$ cat src/rv_pkg.sv
// Shared definitions for the three-stage integer pipeline slice.
// Holds widths, ALU operation codes, instruction field layouts and
// the records passed between decode, execute and retire.
package rv_pkg;

    localparam int XLEN       = 32;            // Data path width
    localparam int REG_ADDR_W = 5;             // Register address width
    localparam int ALU_OP_W   = 4;             // ALU operation code width

    // ----------------------------------------
    // ALU operation codes
    // ----------------------------------------
    localparam logic [ALU_OP_W-1:0] ALU_ADD  = 4'd0;
    localparam logic [ALU_OP_W-1:0] ALU_SUB  = 4'd1;
    localparam logic [ALU_OP_W-1:0] ALU_SLL  = 4'd2;
    localparam logic [ALU_OP_W-1:0] ALU_SLT  = 4'd3;  // Signed compare
    localparam logic [ALU_OP_W-1:0] ALU_SLTU = 4'd4;  // Unsigned compare
    localparam logic [ALU_OP_W-1:0] ALU_XOR  = 4'd5;
    localparam logic [ALU_OP_W-1:0] ALU_SRL  = 4'd6;
    localparam logic [ALU_OP_W-1:0] ALU_SRA  = 4'd7;  // Arithmetic shift
    localparam logic [ALU_OP_W-1:0] ALU_OR   = 4'd8;
    localparam logic [ALU_OP_W-1:0] ALU_AND  = 4'd9;

    localparam logic [6:0] OPC_OP     = 7'b0110011;  // Register-register
    localparam logic [6:0] OPC_OP_IMM = 7'b0010011;  // Register-immediate

    // ----------------------------------------
    // Instruction word layouts
    // ----------------------------------------
    typedef struct packed {
        logic [6:0]            funct7;
        logic [REG_ADDR_W-1:0] rs2;
        logic [REG_ADDR_W-1:0] rs1;
        logic [2:0]            funct3;
        logic [REG_ADDR_W-1:0] rd;
        logic [6:0]            opcode;
    } r_fmt_t;

    typedef struct packed {
        logic [11:0]           imm12;         // Upper 7 bits overlay funct7
        logic [REG_ADDR_W-1:0] rs1;
        logic [2:0]            funct3;
        logic [REG_ADDR_W-1:0] rd;
        logic [6:0]            opcode;
    } i_fmt_t;

    // One word, read as either format
    typedef union packed {
        r_fmt_t r_fmt;
        i_fmt_t i_fmt;
    } instr_u;

    // ----------------------------------------
    // Stage records
    // ----------------------------------------
    typedef struct packed {
        logic [ALU_OP_W-1:0]   alu_op;        // Operation to perform
        logic [XLEN-1:0]       opa;           // Operand A, forwarded rs1
        logic [XLEN-1:0]       opb;           // Operand B, rs2 or immediate
        logic [REG_ADDR_W-1:0] rd;            // Destination register
        logic                  rd_wen;        // Destination write enable
        logic                  illegal;       // Unsupported encoding
        logic [XLEN-1:0]       instr;         // Raw instruction word
        logic [XLEN-1:0]       pc;            // Program counter
    } dec_op_t;

    typedef struct packed {
        logic [XLEN-1:0]       pc;            // Program counter
        logic [XLEN-1:0]       instr;         // Raw instruction word
        logic [REG_ADDR_W-1:0] rd;            // Destination register
        logic [XLEN-1:0]       result;        // Write data
        logic                  rd_wen;        // Destination write enable
        logic                  trap;          // Illegal instruction trap
    } ret_t;

endpackage
$ cat src/rv_core_top.sv
// Top level of the three-stage integer pipeline slice.
// Connects pipeline control, decode, execute/retire and the
// register file between the instruction and retire streams.
`timescale 1ns/100ps
module rv_core_top import rv_pkg::*; #(
    parameter logic [XLEN-1:0] PC_RESET_ADDR = 32'h1000_0000  // PC of first word
) (
    input  logic            g_clk,
    input  logic            i_rst,          // Sync, active high
    input  logic            i_instr_valid,  // Instruction stream
    input  logic [XLEN-1:0] i_instr,
    output logic            o_instr_ready,
    output logic            o_ret_valid,    // Retire stream
    output ret_t            o_ret,
    input  logic            i_ret_ready
);

    // ----------------------------------------
    // Internal wiring
    // ----------------------------------------
    logic                  ex_valid;        // Execute stage occupied
    logic                  ex_load;         // Execute register enable
    logic                  ret_load;        // Retire register enable
    logic                  rd_wen;          // Qualified register write
    logic [XLEN-1:0]       pc;              // PC of incoming word
    logic [REG_ADDR_W-1:0] rs1_addr;
    logic [REG_ADDR_W-1:0] rs2_addr;
    logic [XLEN-1:0]       rs1_data;        // Raw file read data
    logic [XLEN-1:0]       rs2_data;
    dec_op_t               dec_op;          // Decode to execute
    dec_op_t               ex_op;           // Execute register, for forwarding
    logic [XLEN-1:0]       ex_result;

    rv_pipe_ctrl #(
        .PC_RESET_ADDR (PC_RESET_ADDR)
    ) rv_pipe_ctrl_i (
        .g_clk         (g_clk),
        .i_rst         (i_rst),
        .i_instr_valid (i_instr_valid),
        .o_instr_ready (o_instr_ready),
        .i_ret_ready   (i_ret_ready),
        .o_ret_valid   (o_ret_valid),
        .o_ex_valid    (ex_valid),
        .o_ex_load     (ex_load),
        .o_ret_load    (ret_load),
        .o_pc          (pc),
        .i_ret_wen     (o_ret.rd_wen),
        .o_rd_wen      (rd_wen)
    );

    rv_decode rv_decode_i (
        .i_instr     (i_instr),             // Same word, read as union
        .i_pc        (pc),
        .i_rs1_data  (rs1_data),
        .i_rs2_data  (rs2_data),
        .i_ex_valid  (ex_valid),
        .i_ex_op     (ex_op),
        .i_ex_result (ex_result),
        .i_ret_valid (o_ret_valid),
        .i_ret       (o_ret),
        .o_rs1_addr  (rs1_addr),
        .o_rs2_addr  (rs2_addr),
        .o_op        (dec_op)
    );

    rv_exec_stage rv_exec_stage_i (
        .g_clk       (g_clk),
        .i_rst       (i_rst),
        .i_ex_load   (ex_load),
        .i_ret_load  (ret_load),
        .i_op        (dec_op),
        .o_ex_op     (ex_op),
        .o_ex_result (ex_result),
        .o_ret       (o_ret)
    );

    rv_regfile rv_regfile_i (
        .g_clk      (g_clk),
        .i_rst      (i_rst),
        .i_rs1_addr (rs1_addr),
        .i_rs2_addr (rs2_addr),
        .o_rs1_data (rs1_data),
        .o_rs2_data (rs2_data),
        .i_rd_wen   (rd_wen),
        .i_rd_addr  (o_ret.rd),
        .i_rd_wdata (o_ret.result)
    );

endmodule

$ cat src/rv_pipe_ctrl.sv
// Pipeline control for the execute and retire stages.
// Tracks stage occupancy, derives load enables and input ready under
// retire back-pressure, counts the PC and qualifies register writes.
`timescale 1ns/100ps
module rv_pipe_ctrl import rv_pkg::*; #(
    parameter logic [XLEN-1:0] PC_RESET_ADDR = 32'h1000_0000  // PC of first word
) (
    input  logic            g_clk,
    input  logic            i_rst,          // Sync, active high
    input  logic            i_instr_valid,  // Instruction stream valid
    output logic            o_instr_ready,  // Instruction stream ready
    input  logic            i_ret_ready,    // Retire stream ready
    output logic            o_ret_valid,    // Retire stream valid
    output logic            o_ex_valid,     // Execute stage occupied
    output logic            o_ex_load,      // Load execute register
    output logic            o_ret_load,     // Load retire register
    output logic [XLEN-1:0] o_pc,           // PC of word at the input
    input  logic            i_ret_wen,      // Retire record writes rd
    output logic            o_rd_wen        // Register file write enable
);

    logic            ex_valid_q;            // Execute stage full
    logic            ret_valid_q;           // Retire stage full
    logic            ret_xfer;              // Record leaves this cycle
    logic [XLEN-1:0] pc_q;

    // ----------------------------------------
    // Handshakes and load enables
    // ----------------------------------------
    assign ret_xfer      = ret_valid_q && i_ret_ready;
    assign o_ret_load    = ex_valid_q && (!ret_valid_q || i_ret_ready);
    assign o_instr_ready = !ex_valid_q || o_ret_load;   // Low only when stuck
    assign o_ex_load     = i_instr_valid && o_instr_ready;

    // ----------------------------------------
    // Stage valid bits
    // ----------------------------------------
    always_ff @(posedge g_clk) begin
        if (i_rst) begin
            ex_valid_q  <= 1'b0;
            ret_valid_q <= 1'b0;
        end else begin
            if (o_ex_load) begin
                ex_valid_q <= 1'b1;             // New word replaces leaving one
            end else if (o_ret_load) begin
                ex_valid_q <= 1'b0;             // Drained into retire
            end
            if (o_ret_load) begin
                ret_valid_q <= 1'b1;
            end else if (ret_xfer) begin
                ret_valid_q <= 1'b0;
            end
        end
    end

    // ----------------------------------------
    // Program counter, one word per accept
    // ----------------------------------------
    always_ff @(posedge g_clk) begin
        if (i_rst) begin
            pc_q <= PC_RESET_ADDR;
        end else if (o_ex_load) begin
            pc_q <= pc_q + 32'd4;
        end
    end

    assign o_pc        = pc_q;
    assign o_ex_valid  = ex_valid_q;
    assign o_ret_valid = ret_valid_q;
    assign o_rd_wen    = ret_xfer && i_ret_wen;   // Commit on transfer only

endmodule

$ cat src/rv_exec_stage.sv
// Execute stage of the pipeline slice.
// Holds the execute register, computes the ALU result and captures
// the retire record that is presented on the retire stream.
`timescale 1ns/100ps
module rv_exec_stage import rv_pkg::*; (
    input  logic            g_clk,
    input  logic            i_rst,          // Sync, active high
    input  logic            i_ex_load,      // Capture decoded operation
    input  logic            i_ret_load,     // Capture retire record
    input  dec_op_t         i_op,           // From decode
    output dec_op_t         o_ex_op,        // Execute register contents
    output logic [XLEN-1:0] o_ex_result,    // For forwarding and retire
    output ret_t            o_ret           // Retire register contents
);

    dec_op_t         ex_q;                  // Execute register
    ret_t            ret_q;                 // Retire register
    logic [XLEN-1:0] alu_res;               // Raw ALU output
    logic [4:0]      shamt;                 // Shift amount
    logic            lt_s;                  // Signed less-than
    logic            lt_u;                  // Unsigned less-than

    // ----------------------------------------
    // Execute register
    // ----------------------------------------
    always_ff @(posedge g_clk) begin
        if (i_rst) begin
            ex_q <= '0;
        end else if (i_ex_load) begin
            ex_q <= i_op;
        end
    end

    // ----------------------------------------
    // ALU
    // ----------------------------------------
    assign shamt = ex_q.opb[4:0];
    assign lt_s  = $signed(ex_q.opa) < $signed(ex_q.opb);
    assign lt_u  = ex_q.opa < ex_q.opb;

    always_comb begin
        case (ex_q.alu_op)
            ALU_ADD:  alu_res = ex_q.opa + ex_q.opb;
            ALU_SUB:  alu_res = ex_q.opa - ex_q.opb;
            ALU_SLL:  alu_res = ex_q.opa << shamt;
            ALU_SLT:  alu_res = {{(XLEN-1){1'b0}}, lt_s};
            ALU_SLTU: alu_res = {{(XLEN-1){1'b0}}, lt_u};
            ALU_XOR:  alu_res = ex_q.opa ^ ex_q.opb;
            ALU_SRL:  alu_res = ex_q.opa >> shamt;
            ALU_SRA:  alu_res = $unsigned($signed(ex_q.opa) >>> shamt);
            ALU_OR:   alu_res = ex_q.opa | ex_q.opb;
            ALU_AND:  alu_res = ex_q.opa & ex_q.opb;
            default:  alu_res = '0;
        endcase
    end

    // Trapped instructions report a zero result
    assign o_ex_result = ex_q.illegal ? '0 : alu_res;

    // ----------------------------------------
    // Retire register
    // ----------------------------------------
    always_ff @(posedge g_clk) begin
        if (i_rst) begin
            ret_q <= '0;
        end else if (i_ret_load) begin
            ret_q.pc     <= ex_q.pc;
            ret_q.instr  <= ex_q.instr;
            ret_q.rd     <= ex_q.rd;
            ret_q.result <= o_ex_result;
            ret_q.rd_wen <= ex_q.rd_wen;
            ret_q.trap   <= ex_q.illegal;   // Illegal word becomes trap
        end
    end

    assign o_ex_op = ex_q;
    assign o_ret   = ret_q;

endmodule

$ cat src/rv_decode.sv
// Instruction decode and operand gather.
// Maps OP and OP-IMM words to an ALU code, builds operand B and
// forwards sources from the execute and retire stages.
`timescale 1ns/100ps
module rv_decode import rv_pkg::*; (
    input  instr_u                i_instr,      // Word being decoded
    input  logic [XLEN-1:0]       i_pc,         // PC of that word
    input  logic [XLEN-1:0]       i_rs1_data,   // Register file read data
    input  logic [XLEN-1:0]       i_rs2_data,
    input  logic                  i_ex_valid,   // Execute stage occupied
    input  dec_op_t               i_ex_op,      // Execute stage operation
    input  logic [XLEN-1:0]       i_ex_result,  // Execute stage ALU result
    input  logic                  i_ret_valid,  // Retire stage occupied
    input  ret_t                  i_ret,        // Retire stage record
    output logic [REG_ADDR_W-1:0] o_rs1_addr,
    output logic [REG_ADDR_W-1:0] o_rs2_addr,
    output dec_op_t               o_op          // Decoded operation
);

    logic            is_op;                     // Register-register group
    logic            is_imm;                    // Register-immediate group
    logic            is_shift;                  // sll / srl / sra encodings
    logic            alt;                       // funct7 = 0100000
    logic            f7_ok;                     // Upper bits legal for funct3
    logic            illegal;                   // Unsupported encoding
    logic [2:0]      funct3;
    logic [6:0]      funct7;                    // Also imm12[11:5]
    logic [XLEN-1:0] rs1_val;                   // Forwarded sources
    logic [XLEN-1:0] rs2_val;
    logic [XLEN-1:0] imm_val;                   // Operand B for OP-IMM

    // ----------------------------------------
    // Field decode
    // ----------------------------------------
    assign funct3   = i_instr.r_fmt.funct3;
    assign funct7   = i_instr.r_fmt.funct7;
    assign is_op    = i_instr.r_fmt.opcode == OPC_OP;
    assign is_imm   = i_instr.i_fmt.opcode == OPC_OP_IMM;
    assign is_shift = funct3 == 3'b001 || funct3 == 3'b101;
    assign alt      = funct7 == 7'b0100000;

    // OP-IMM only constrains the upper bits for shifts
    assign f7_ok = (is_imm && !is_shift) || funct7 == 7'b0000000 ||
                   (alt && (funct3 == 3'b101 || (is_op && funct3 == 3'b000)));

    always_comb begin
        case (funct3)
            3'b000:  o_op.alu_op = (is_op && alt) ? ALU_SUB : ALU_ADD;
            3'b001:  o_op.alu_op = ALU_SLL;
            3'b010:  o_op.alu_op = ALU_SLT;
            3'b011:  o_op.alu_op = ALU_SLTU;
            3'b100:  o_op.alu_op = ALU_XOR;
            3'b101:  o_op.alu_op = alt ? ALU_SRA : ALU_SRL;
            3'b110:  o_op.alu_op = ALU_OR;
            default: o_op.alu_op = ALU_AND;
        endcase
    end

    // ----------------------------------------
    // Operand gather by forwarding priority
    // ----------------------------------------
    assign o_rs1_addr = i_instr.r_fmt.rs1;
    assign o_rs2_addr = i_instr.r_fmt.rs2;      // Ignored for OP-IMM

    assign rs1_val = (i_ex_valid && i_ex_op.rd_wen && i_ex_op.rd != '0 &&
                      i_ex_op.rd == o_rs1_addr)             ? i_ex_result :
                     (i_ret_valid && i_ret.rd_wen && i_ret.rd != '0 &&
                      i_ret.rd == o_rs1_addr)               ? i_ret.result : i_rs1_data;
    assign rs2_val = (i_ex_valid && i_ex_op.rd_wen && i_ex_op.rd != '0 &&
                      i_ex_op.rd == o_rs2_addr)             ? i_ex_result :
                     (i_ret_valid && i_ret.rd_wen && i_ret.rd != '0 &&
                      i_ret.rd == o_rs2_addr)               ? i_ret.result : i_rs2_data;

    // Shift immediates keep only shamt
    assign imm_val = is_shift ? {{(XLEN-5){1'b0}}, i_instr.i_fmt.imm12[4:0]} :
                     {{(XLEN-12){i_instr.i_fmt.imm12[11]}}, i_instr.i_fmt.imm12};

    assign illegal      = !((is_op || is_imm) && f7_ok);
    assign o_op.opa     = rs1_val;
    assign o_op.opb     = is_imm ? imm_val : rs2_val;
    assign o_op.rd      = i_instr.r_fmt.rd;
    assign o_op.illegal = illegal;
    assign o_op.rd_wen  = !illegal;              // Traps write nothing
    assign o_op.instr   = i_instr;
    assign o_op.pc      = i_pc;

endmodule

$ cat src/rv_regfile.sv
// General purpose register file.
// Two combinational read ports, one write port, x0 reads as zero.
`timescale 1ns/100ps
module rv_regfile import rv_pkg::*; (
    input  logic                  g_clk,
    input  logic                  i_rst,        // Clears x1..x31
    input  logic [REG_ADDR_W-1:0] i_rs1_addr,
    input  logic [REG_ADDR_W-1:0] i_rs2_addr,
    output logic [XLEN-1:0]       o_rs1_data,
    output logic [XLEN-1:0]       o_rs2_data,
    input  logic                  i_rd_wen,     // Retire transfer write
    input  logic [REG_ADDR_W-1:0] i_rd_addr,
    input  logic [XLEN-1:0]       i_rd_wdata
);

    localparam int NREG = 2 ** REG_ADDR_W;

    logic [XLEN-1:0] regs [1:NREG-1];           // No storage for x0

    always_ff @(posedge g_clk) begin
        if (i_rst) begin
            for (int r = 1; r < NREG; r++) begin
                regs[r] <= '0;
            end
        end else if (i_rd_wen && i_rd_addr != '0) begin
            regs[i_rd_addr] <= i_rd_wdata;      // Writes to x0 dropped
        end
    end

    // Old value seen during a write, decode forwards around it
    assign o_rs1_data = (i_rs1_addr == '0) ? '0 : regs[i_rs1_addr];
    assign o_rs2_data = (i_rs2_addr == '0) ? '0 : regs[i_rs2_addr];

endmodule

$ cat config.mk
export PLATFORM = sky130hd
export DESIGN_NAME = rv_core_top
export DESIGN_NICKNAME = d
export VERILOG_FILES = /design/src/rv_pkg.sv /design/src/rv_core_top.sv /design/src/rv_pipe_ctrl.sv /design/src/rv_exec_stage.sv /design/src/rv_decode.sv /design/src/rv_regfile.sv
export SDC_FILE = /design/constraint.sdc
export NUM_CORES = 2
export LEC_CHECK = 0
export ABC_AREA = 0
export BUFFER_PORTS_ARGS = -buffer_cell sky130_fd_sc_hd__buf_2
export CORE_AREA = 2 2 372 374
export CTS_CLUSTER_DIAMETER = 200
export DETAILED_ROUTE_END_ITERATION = 10
export DIE_AREA = 0 0 374 376
export GPL_ROUTABILITY_DRIVEN = 0
export PLACE_DENSITY = 0.75
export SLEW_MARGIN = 0
export SYNTH_ARGS = -nofsm -noshare
export SYNTH_HDL_FRONTEND = slang
export SYNTH_SLANG_ARGS = --single-unit
$ cat constraint.sdc
create_clock -name g_clk -period 4.1 [get_ports g_clk]
set_clock_uncertainty 0.15 [all_clocks]
set_input_delay 1.23 -clock g_clk [delete_from_list [all_inputs] [get_ports g_clk]]
set_output_delay 1.23 -clock g_clk [all_outputs]
set_load 0.005 [all_outputs]
# ---- After elaboration in Yosys (flattened, before gate mapping)
# Memory sizes are Yosys's and may differ from the RTL's.
# Index checks and enable logic that the tools add are counted.
dict set report op_classes {
  n_addsub 3
  order_cmp 2
  eq_ne 22
  n_shift 3
  n_mux 25
  bitwise 3
  n_reduce_logical 39
}
# op count
set ops {}
lappend ops {{2-to-1 mux 32 bit} 10}
lappend ops {{one-hot mux 32 bit (10 select lines)} 1}
lappend ops {{less-than comparator 32 bit} 2}
lappend ops {{adder 32 x 3 -> 32 bit (second input constant)} 1}
lappend ops {{adder 32 bit} 1}
lappend ops {{bitwise AND 32 bit} 1}
lappend ops {{bitwise OR 32 bit} 1}
lappend ops {{OR reduction 32 bit} 1}
lappend ops {{<< shifter 32 x 5 -> 32 bit} 1}
lappend ops {{>> shifter 32 x 5 -> 32 bit} 1}
lappend ops {{>>> shifter 32 x 5 -> 32 bit} 1}
lappend ops {{subtractor 32 bit} 1}
lappend ops {{bitwise XOR 32 bit} 1}
lappend ops {{one-hot mux 4 bit (7 select lines)} 1}
lappend ops {{== test 5 bit} 4}
lappend ops {{logical AND 1 bit} 18}
lappend ops {{== test 4 x 3 -> 1 bit (second input constant)} 4}
lappend ops {{== test 7 x 6 -> 1 bit (second input constant)} 2}
lappend ops {{2-to-1 mux 1 bit} 12}
lappend ops {{logical NOT 5 bit} 2}
lappend ops {{nonzero test 5 bit} 2}
lappend ops {{== test 3 bit (second input constant)} 3}
lappend ops {{== test 4 x 2 -> 1 bit (second input constant)} 2}
lappend ops {{== test 4 bit (second input constant)} 2}
lappend ops {{11 further kinds} 22}
dict set report word_totals {
  register_bits 276
  ramBits 992
  input_bits 36
  output_inout_bits 105
  elab_cells 115
  mem_count 1
}
# name depth width read_ports rd_clocked_by_memory_dff write_ports line_no
set mem_list {}
lappend mem_list {rv_regfile_i.regs 31 32 2 0 31 rv_regfile.sv:18} ;# logic [XLEN-1:0] regs [1:NREG-1];

# ---- Logic depth before layout (Yosys ltp)
dict set report depth {
  depth_word 8
  ltp_mapped 16
  mapped_depth_nobuf 13
}

# ---- By module
# From an unflattened synthesis, not the netlist that was laid out.
dict set report hier_totals {
  hier_cells 6506
  area_unflattened_um2 76447.1
}
# mod instances cells_per_inst area_each_um2 seq_area_each_um2
set modules_own_cells {}
lappend modules_own_cells {rv_regfile 1 3765 54631.1 30749.5}
lappend modules_own_cells {rv_exec_stage 1 2149 17504.3 4844.6}
lappend modules_own_cells {rv_decode 1 411 2721.4 0.0}
lappend modules_own_cells {rv_pipe_ctrl 1 181 1590.3 640.6}

# ---- Least setup slack after synthesis
# OpenSTA, ideal clock, no wires.
dict set report synth_path {
  path_kind {reg2reg}
  startpoint {register rv_exec_stage_i.ex_q (netlist bit rv_exec_stage_i.o_ex_op[73])}
  endpoint {register rv_exec_stage_i.ex_q (netlist bit rv_exec_stage_i.o_ex_op[132])}
  setup_time_ns 0.117
  arrival_ns 4.183
  required_time_ns 3.833
  setup_slack_ns -0.350
  stages_incl_launch_ff 16
  n_path_buf 5
  synth_period_minus_slack_ns 4.450
  path_cell_list {dfxtp_1 -> buf_2 -> inv_1 -> clkbuf_1 -> clkbuf_1 -> buf_1 -> ha_1 -> buf_6 -> or4_4 -> a2111oi_4 -> a2111oi_2 -> o21ai_4 -> a31oi_1 -> or4b_4 -> a21o_1 -> a22o_1}
}
dict set report synth_between {
  elab_chain_cells 4
  word_cells_on_any_way 8
  classes_between {add/sub: 2; shift: 3; mux: 3}
}
# item line_no
set synth_rtl {}
lappend synth_rtl {{from (decl)} rv_exec_stage.sv:16} ;# dec_op_t ex_q;
lappend synth_rtl {{from (signal assigned)} rv_exec_stage.sv:30} ;# ex_q <= i_op;
lappend synth_rtl {{subtractor 32 bit (tied with other cells)} rv_exec_stage.sv:44} ;# ALU_SUB: alu_res = ex_q.opa - ex_q.opb;
lappend synth_rtl {{one-hot mux 32 bit (10 select lines) *} rv_exec_stage.sv:42} ;# case (ex_q.alu_op)
lappend synth_rtl {{2-to-1 mux 32 bit *} rv_exec_stage.sv:58} ;# assign o_ex_result = ex_q.illegal ? '0 : alu_res;
lappend synth_rtl {{2-to-1 mux 32 bit *} rv_decode.sv:66} ;# i_ex_op.rd == o_rs1_addr) ? i_ex_result :
# Every way passes the cells marked *; elsewhere a longest branch is shown, timed or not.
# A chain may end at the register's enable or synchronous reset.

# ---- Final worst setup path
dict set report layout_path {
  startpoint {register rv_exec_stage_i.ex_q (netlist bit rv_exec_stage_i.o_ex_op[103])}
  endpoint {register rv_exec_stage_i.ret_q (netlist bit rv_exec_stage_i.o_ret[18])}
}
dict set report layout_between {
  elab_chain_cells 3
  word_cells_on_any_way 7
  classes_between {add/sub: 2; shift: 3; mux: 2}
}
# item line_no
set layout_rtl {}
lappend layout_rtl {{subtractor 32 bit (tied with other cells)} rv_exec_stage.sv:44}
lappend layout_rtl {{one-hot mux 32 bit (10 select lines) *} rv_exec_stage.sv:42}
lappend layout_rtl {{2-to-1 mux 32 bit *} rv_exec_stage.sv:58}
lappend layout_rtl {{to (decl)} rv_exec_stage.sv:17} ;# ret_t ret_q;
# Marks and branches as above.

==> impl_metrics.env <==
export IMPL_run_status="finished, violations left"
export IMPL_violations="design-rule violations"
export IMPL_root_buffer="clkbuf_16"
export IMPL_wl_um=270000
export IMPL_drv_cap=0
export IMPL_internal_power_mw=23.8
export IMPL_grt_pass1_vias=58000
export IMPL_place_ws_ns=-0.301
export IMPL_end_kind="flop"
export IMPL_drt_initial_drc_count=10300
export IMPL_clk_latency_ns=0.79
export IMPL_crit_fanout=8
export IMPL_antenna_left=0
export IMPL_hold_class="flop to flop"
export IMPL_die_area_mm2=0.141
export IMPL_setup_viol=0
export IMPL_cp_start_kind="flop"
export IMPL_finalHoldViolCount=0
export IMPL_synth_cells=6291
export IMPL_synthFlopType="edfxtp_1"
export IMPL_viasPerCell=7.12
export IMPL_avgSynthCellArea_um2=11.9
export IMPL_p_comb_share_pct=16.8
export IMPL_first_pass_iters=11
export IMPL_p_leak_nw=31.2
export IMPL_grt_max_degree=169
export IMPL_maxSlewViolCount=0
export IMPL_path_clk_slew_ns=0.06
export IMPL_worstMarginPinSlew_ns=1.31
export IMPL_cts_tree="built"
export IMPL_dpl_cell_area_mm2=0.0798
export IMPL_relSlewSlack_pct=12.6
export IMPL_crit_path_max_incr_delay_ns=0.49
export IMPL_layout_drive_gt1_share_pct=23.4
export IMPL_grt_pass1_wl_um=388000
export IMPL_cts_sinks=1284
export IMPL_hold_buffers=0
export IMPL_portBuffers=138
export IMPL_seq_area_frac_synth_pct=48.2
export IMPL_met2_usage_pct=55.8
export IMPL_grt_antenna_before_repair=24
export IMPL_layout_nets=6577
export IMPL_grt_busiest_layer="met2"
export IMPL_power_density_mw_per_mm2=391
export IMPL_yosys_warnings=0
export IMPL_critPathTopFamily="compound AO/OA/AOI/OAI gates"
export IMPL_arrival_ns=4.62
export IMPL_slowest_stage="o31ai_1"
export IMPL_route_detailed_drc=2
export IMPL_area_growth_syn_to_layout_pct=13.0
export IMPL_setup_ws_ns=0.0550
export IMPL_p_sw_share_pct=28.0
export IMPL_final_min_clock_period_ns=4.05
export IMPL_post_route_period_util_pct=98.7
export IMPL_worstHoldPathCells=2
export IMPL_die_w_um=374
export IMPL_synth_top_cell_by_area="edfxtp_1"
export IMPL_dp_hpwl_um=177000
export IMPL_core_area_mm2=0.137
export IMPL_synth_edf_count=1024
export IMPL_wire_per_inst_um=32.3
export IMPL_vdd_drop_max_mv=0.367
export IMPL_r2r_cells=14
export IMPL_cp_depth=14
export IMPL_fmax_mhz=247
export IMPL_p_seq_share_pct=45.0
export IMPL_met3_usage_pct=15.3
export IMPL_grt_use_met1_pct=46.4
export IMPL_yosysTopAreaCellShare_pct=41.2
export IMPL_power_share_clock_pct=38.2
export IMPL_setup_tns_ns=0
export IMPL_crit_buf_inv=4
export IMPL_initial_core_util_pct=54.6
export IMPL_crit_top_cell="buf_4"
export IMPL_cts_buffers=139
export IMPL_clockBufferDepth=3
export IMPL_synthTopCellsByCount="1024 x edfxtp_1, 1000 x and2_1, 508 x mux4_2, 502 x nand2_1, 458 x clkbuf_1"
export IMPL_design_power_total_mw=33.0
export IMPL_vias=59500
export IMPL_syn_cell_area_mm2=0.0746
export IMPL_cts_htree_levels=4
export IMPL_synth_distinct_cells=98
export IMPL_hold_ws_ns=0.298
export IMPL_synth_most_common_cell="edfxtp_1"
export IMPL_die_y_um=376
export IMPL_stdcell_area_mm2=0.0843
export IMPL_overflow=0
export IMPL_p_switching_mw=9.24
export IMPL_synth_area_leaders="edfxtp_1 41%, mux4_2 15%, and2_1 8.4%, dfxtp_1 7.0%, mux2i_1 3.4%"
export IMPL_cp_cell_sequence="buf_4 -> ha_1 -> fa_1 -> a211oi_1 -> o21bai_1 -> and3b_1 -> o31ai_1 -> a32oi_1 -> xnor2_1 -> o21ai_0 -> buf_4 -> inv_1 -> o21ai_0 -> buf_4"
export IMPL_worst_setup_path_type="flop to flop"
export IMPL_critPathRequiredTime_ns=4.68
export IMPL_ys_seq_elements=1284
export IMPL_grt_usage_pct=37.7
export IMPL_io_pins=141
export IMPL_rows=136
export IMPL_synthArstFlopShare_pct=0
## cells in the final DEF, fill, tap and decap left out, types with 17 or more instances in the layout
cell,instances
a211oi_1,71
a21oi_1,375
a221o_1,27
a221oi_1,70
a22o_1,19
a22oi_1,17
a31oi_1,35
and2_1,998
and3_1,20
buf_12,84
buf_2,128
buf_4,379
clkbuf_1,33
clkbuf_16,141
clkinv_1,22
clkinv_2,20
conb_1,34
dfxtp_1,255
edfxtp_1,1024
ha_1,101
inv_1,105
mux2_2,109
mux2i_1,255
mux4_2,508
nand2_1,498
nand2b_1,24
nand3_1,63
nand4_1,25
nor2_1,246
nor2_2,33
nor3_1,77
o211ai_1,40
o21ai_0,153
o21ai_1,18
o221ai_1,49
o22ai_1,66
o31ai_1,26
or2_2,39
xnor2_1,25
xor2_1,32
## cells by family after synthesis
logic type / Yosys count / synth area share (%)
AO/OA/AOI/OAI: 1105 / 9.74
XOR/XNOR: 57 / 0.669
adder cells (fa/ha/maj): 103 / 1.75
buffers and inverters: 736 / 4.02
flip-flops: 1284 / 48.2
multiplexers: 872 / 20.4
other: 1 / 0.00503
AND/OR/NAND/NOR: 2133 / 15.2
## path summary, 6_finish.rpt
| check | start | endpoint | slack [ns] |
|---|---|---|---|
| max | rv_exec_stage_i.o_ex_op[103]$_SDFFE_PP0P_ | rv_exec_stage_i.o_ret[18]$_SDFFE_PP0P_ | 0.05 |
| min reg2reg | rv_exec_stage_i.o_ex_op[59]$_SDFFE_PP0P_ | rv_exec_stage_i.o_ret[66]$_SDFFE_PP0P_ | 0.30 |
| max reg2reg | rv_exec_stage_i.o_ex_op[103]$_SDFFE_PP0P_ | rv_exec_stage_i.o_ret[18]$_SDFFE_PP0P_ | 0.05 |
| min | rv_exec_stage_i.o_ex_op[59]$_SDFFE_PP0P_ | rv_exec_stage_i.o_ret[66]$_SDFFE_PP0P_ | 0.30 |
## state kept, by name, summed over array words and instances (netlist names)
register                    cells
rv_pipe_ctrl_i.o_pc            30
rv_exec_stage_i.o_ret          96
rv_regfile_i.regs            1024
rv_exec_stage_i.o_ex_op       132
rv_pipe_ctrl_i.o_ex_valid       1
rv_pipe_ctrl_i.o_ret_valid      1
## final cells by class
cell class | count | area [um^2]
clock buffers | 179 | 3720
repair buffers | 596 | 5240
well taps | 1794 | 2240
clock inverters | 72 | 751
fillers | 10200 | 52300
diodes | 11 | 27.5
inverters | 113 | 424
multi-input cells | 4304 | 36000
flip-flops and latches | 1284 | 36000
## power groups by stage
stage	sequential (mW)	clock, mW	combinational (mW)
6_report	14.9	12.6	5.53
4_1_cts	14.8	12.6	5.26
2_1_floorplan	15.0	0	3.26
3_3_place_gp	15.0	0	5.17
3_5_place_dp	15.1	0	5.23
5_1_grt	14.9	13.1	5.69
## per-layer routing
metal	routed length (um)	share of wire (%)
met2	116000	43
met4	19800	7.3
met1	89600	33
met5	397	0.15
met3	43700	16
## repair_timing
item                       in CTS  in global routing
setup endpoints to repair       0                  5
gates resized for setup         0                  4
buffers inserted                0                  1
## per-stage QoR
| stage | utilization, % | std cells |
|---|---|---|
| finish | 61.7 | 8353 |
| global route | 61.7 | 8346 |
| CTS | 61.7 | 8341 |
| detailed placement | 58.4 | 8090 |
| global placement | 58.4 | 8090 |
| floorplan | - | 6324 |
## tightest hold or removal path, cell delays in order, from the launching register on
cell     delay [ns]
dfxtp_1        0.31
nand2_1        0.05
a21oi_1        0.05
Note: power is estimated with default switching activity, not from simulation.
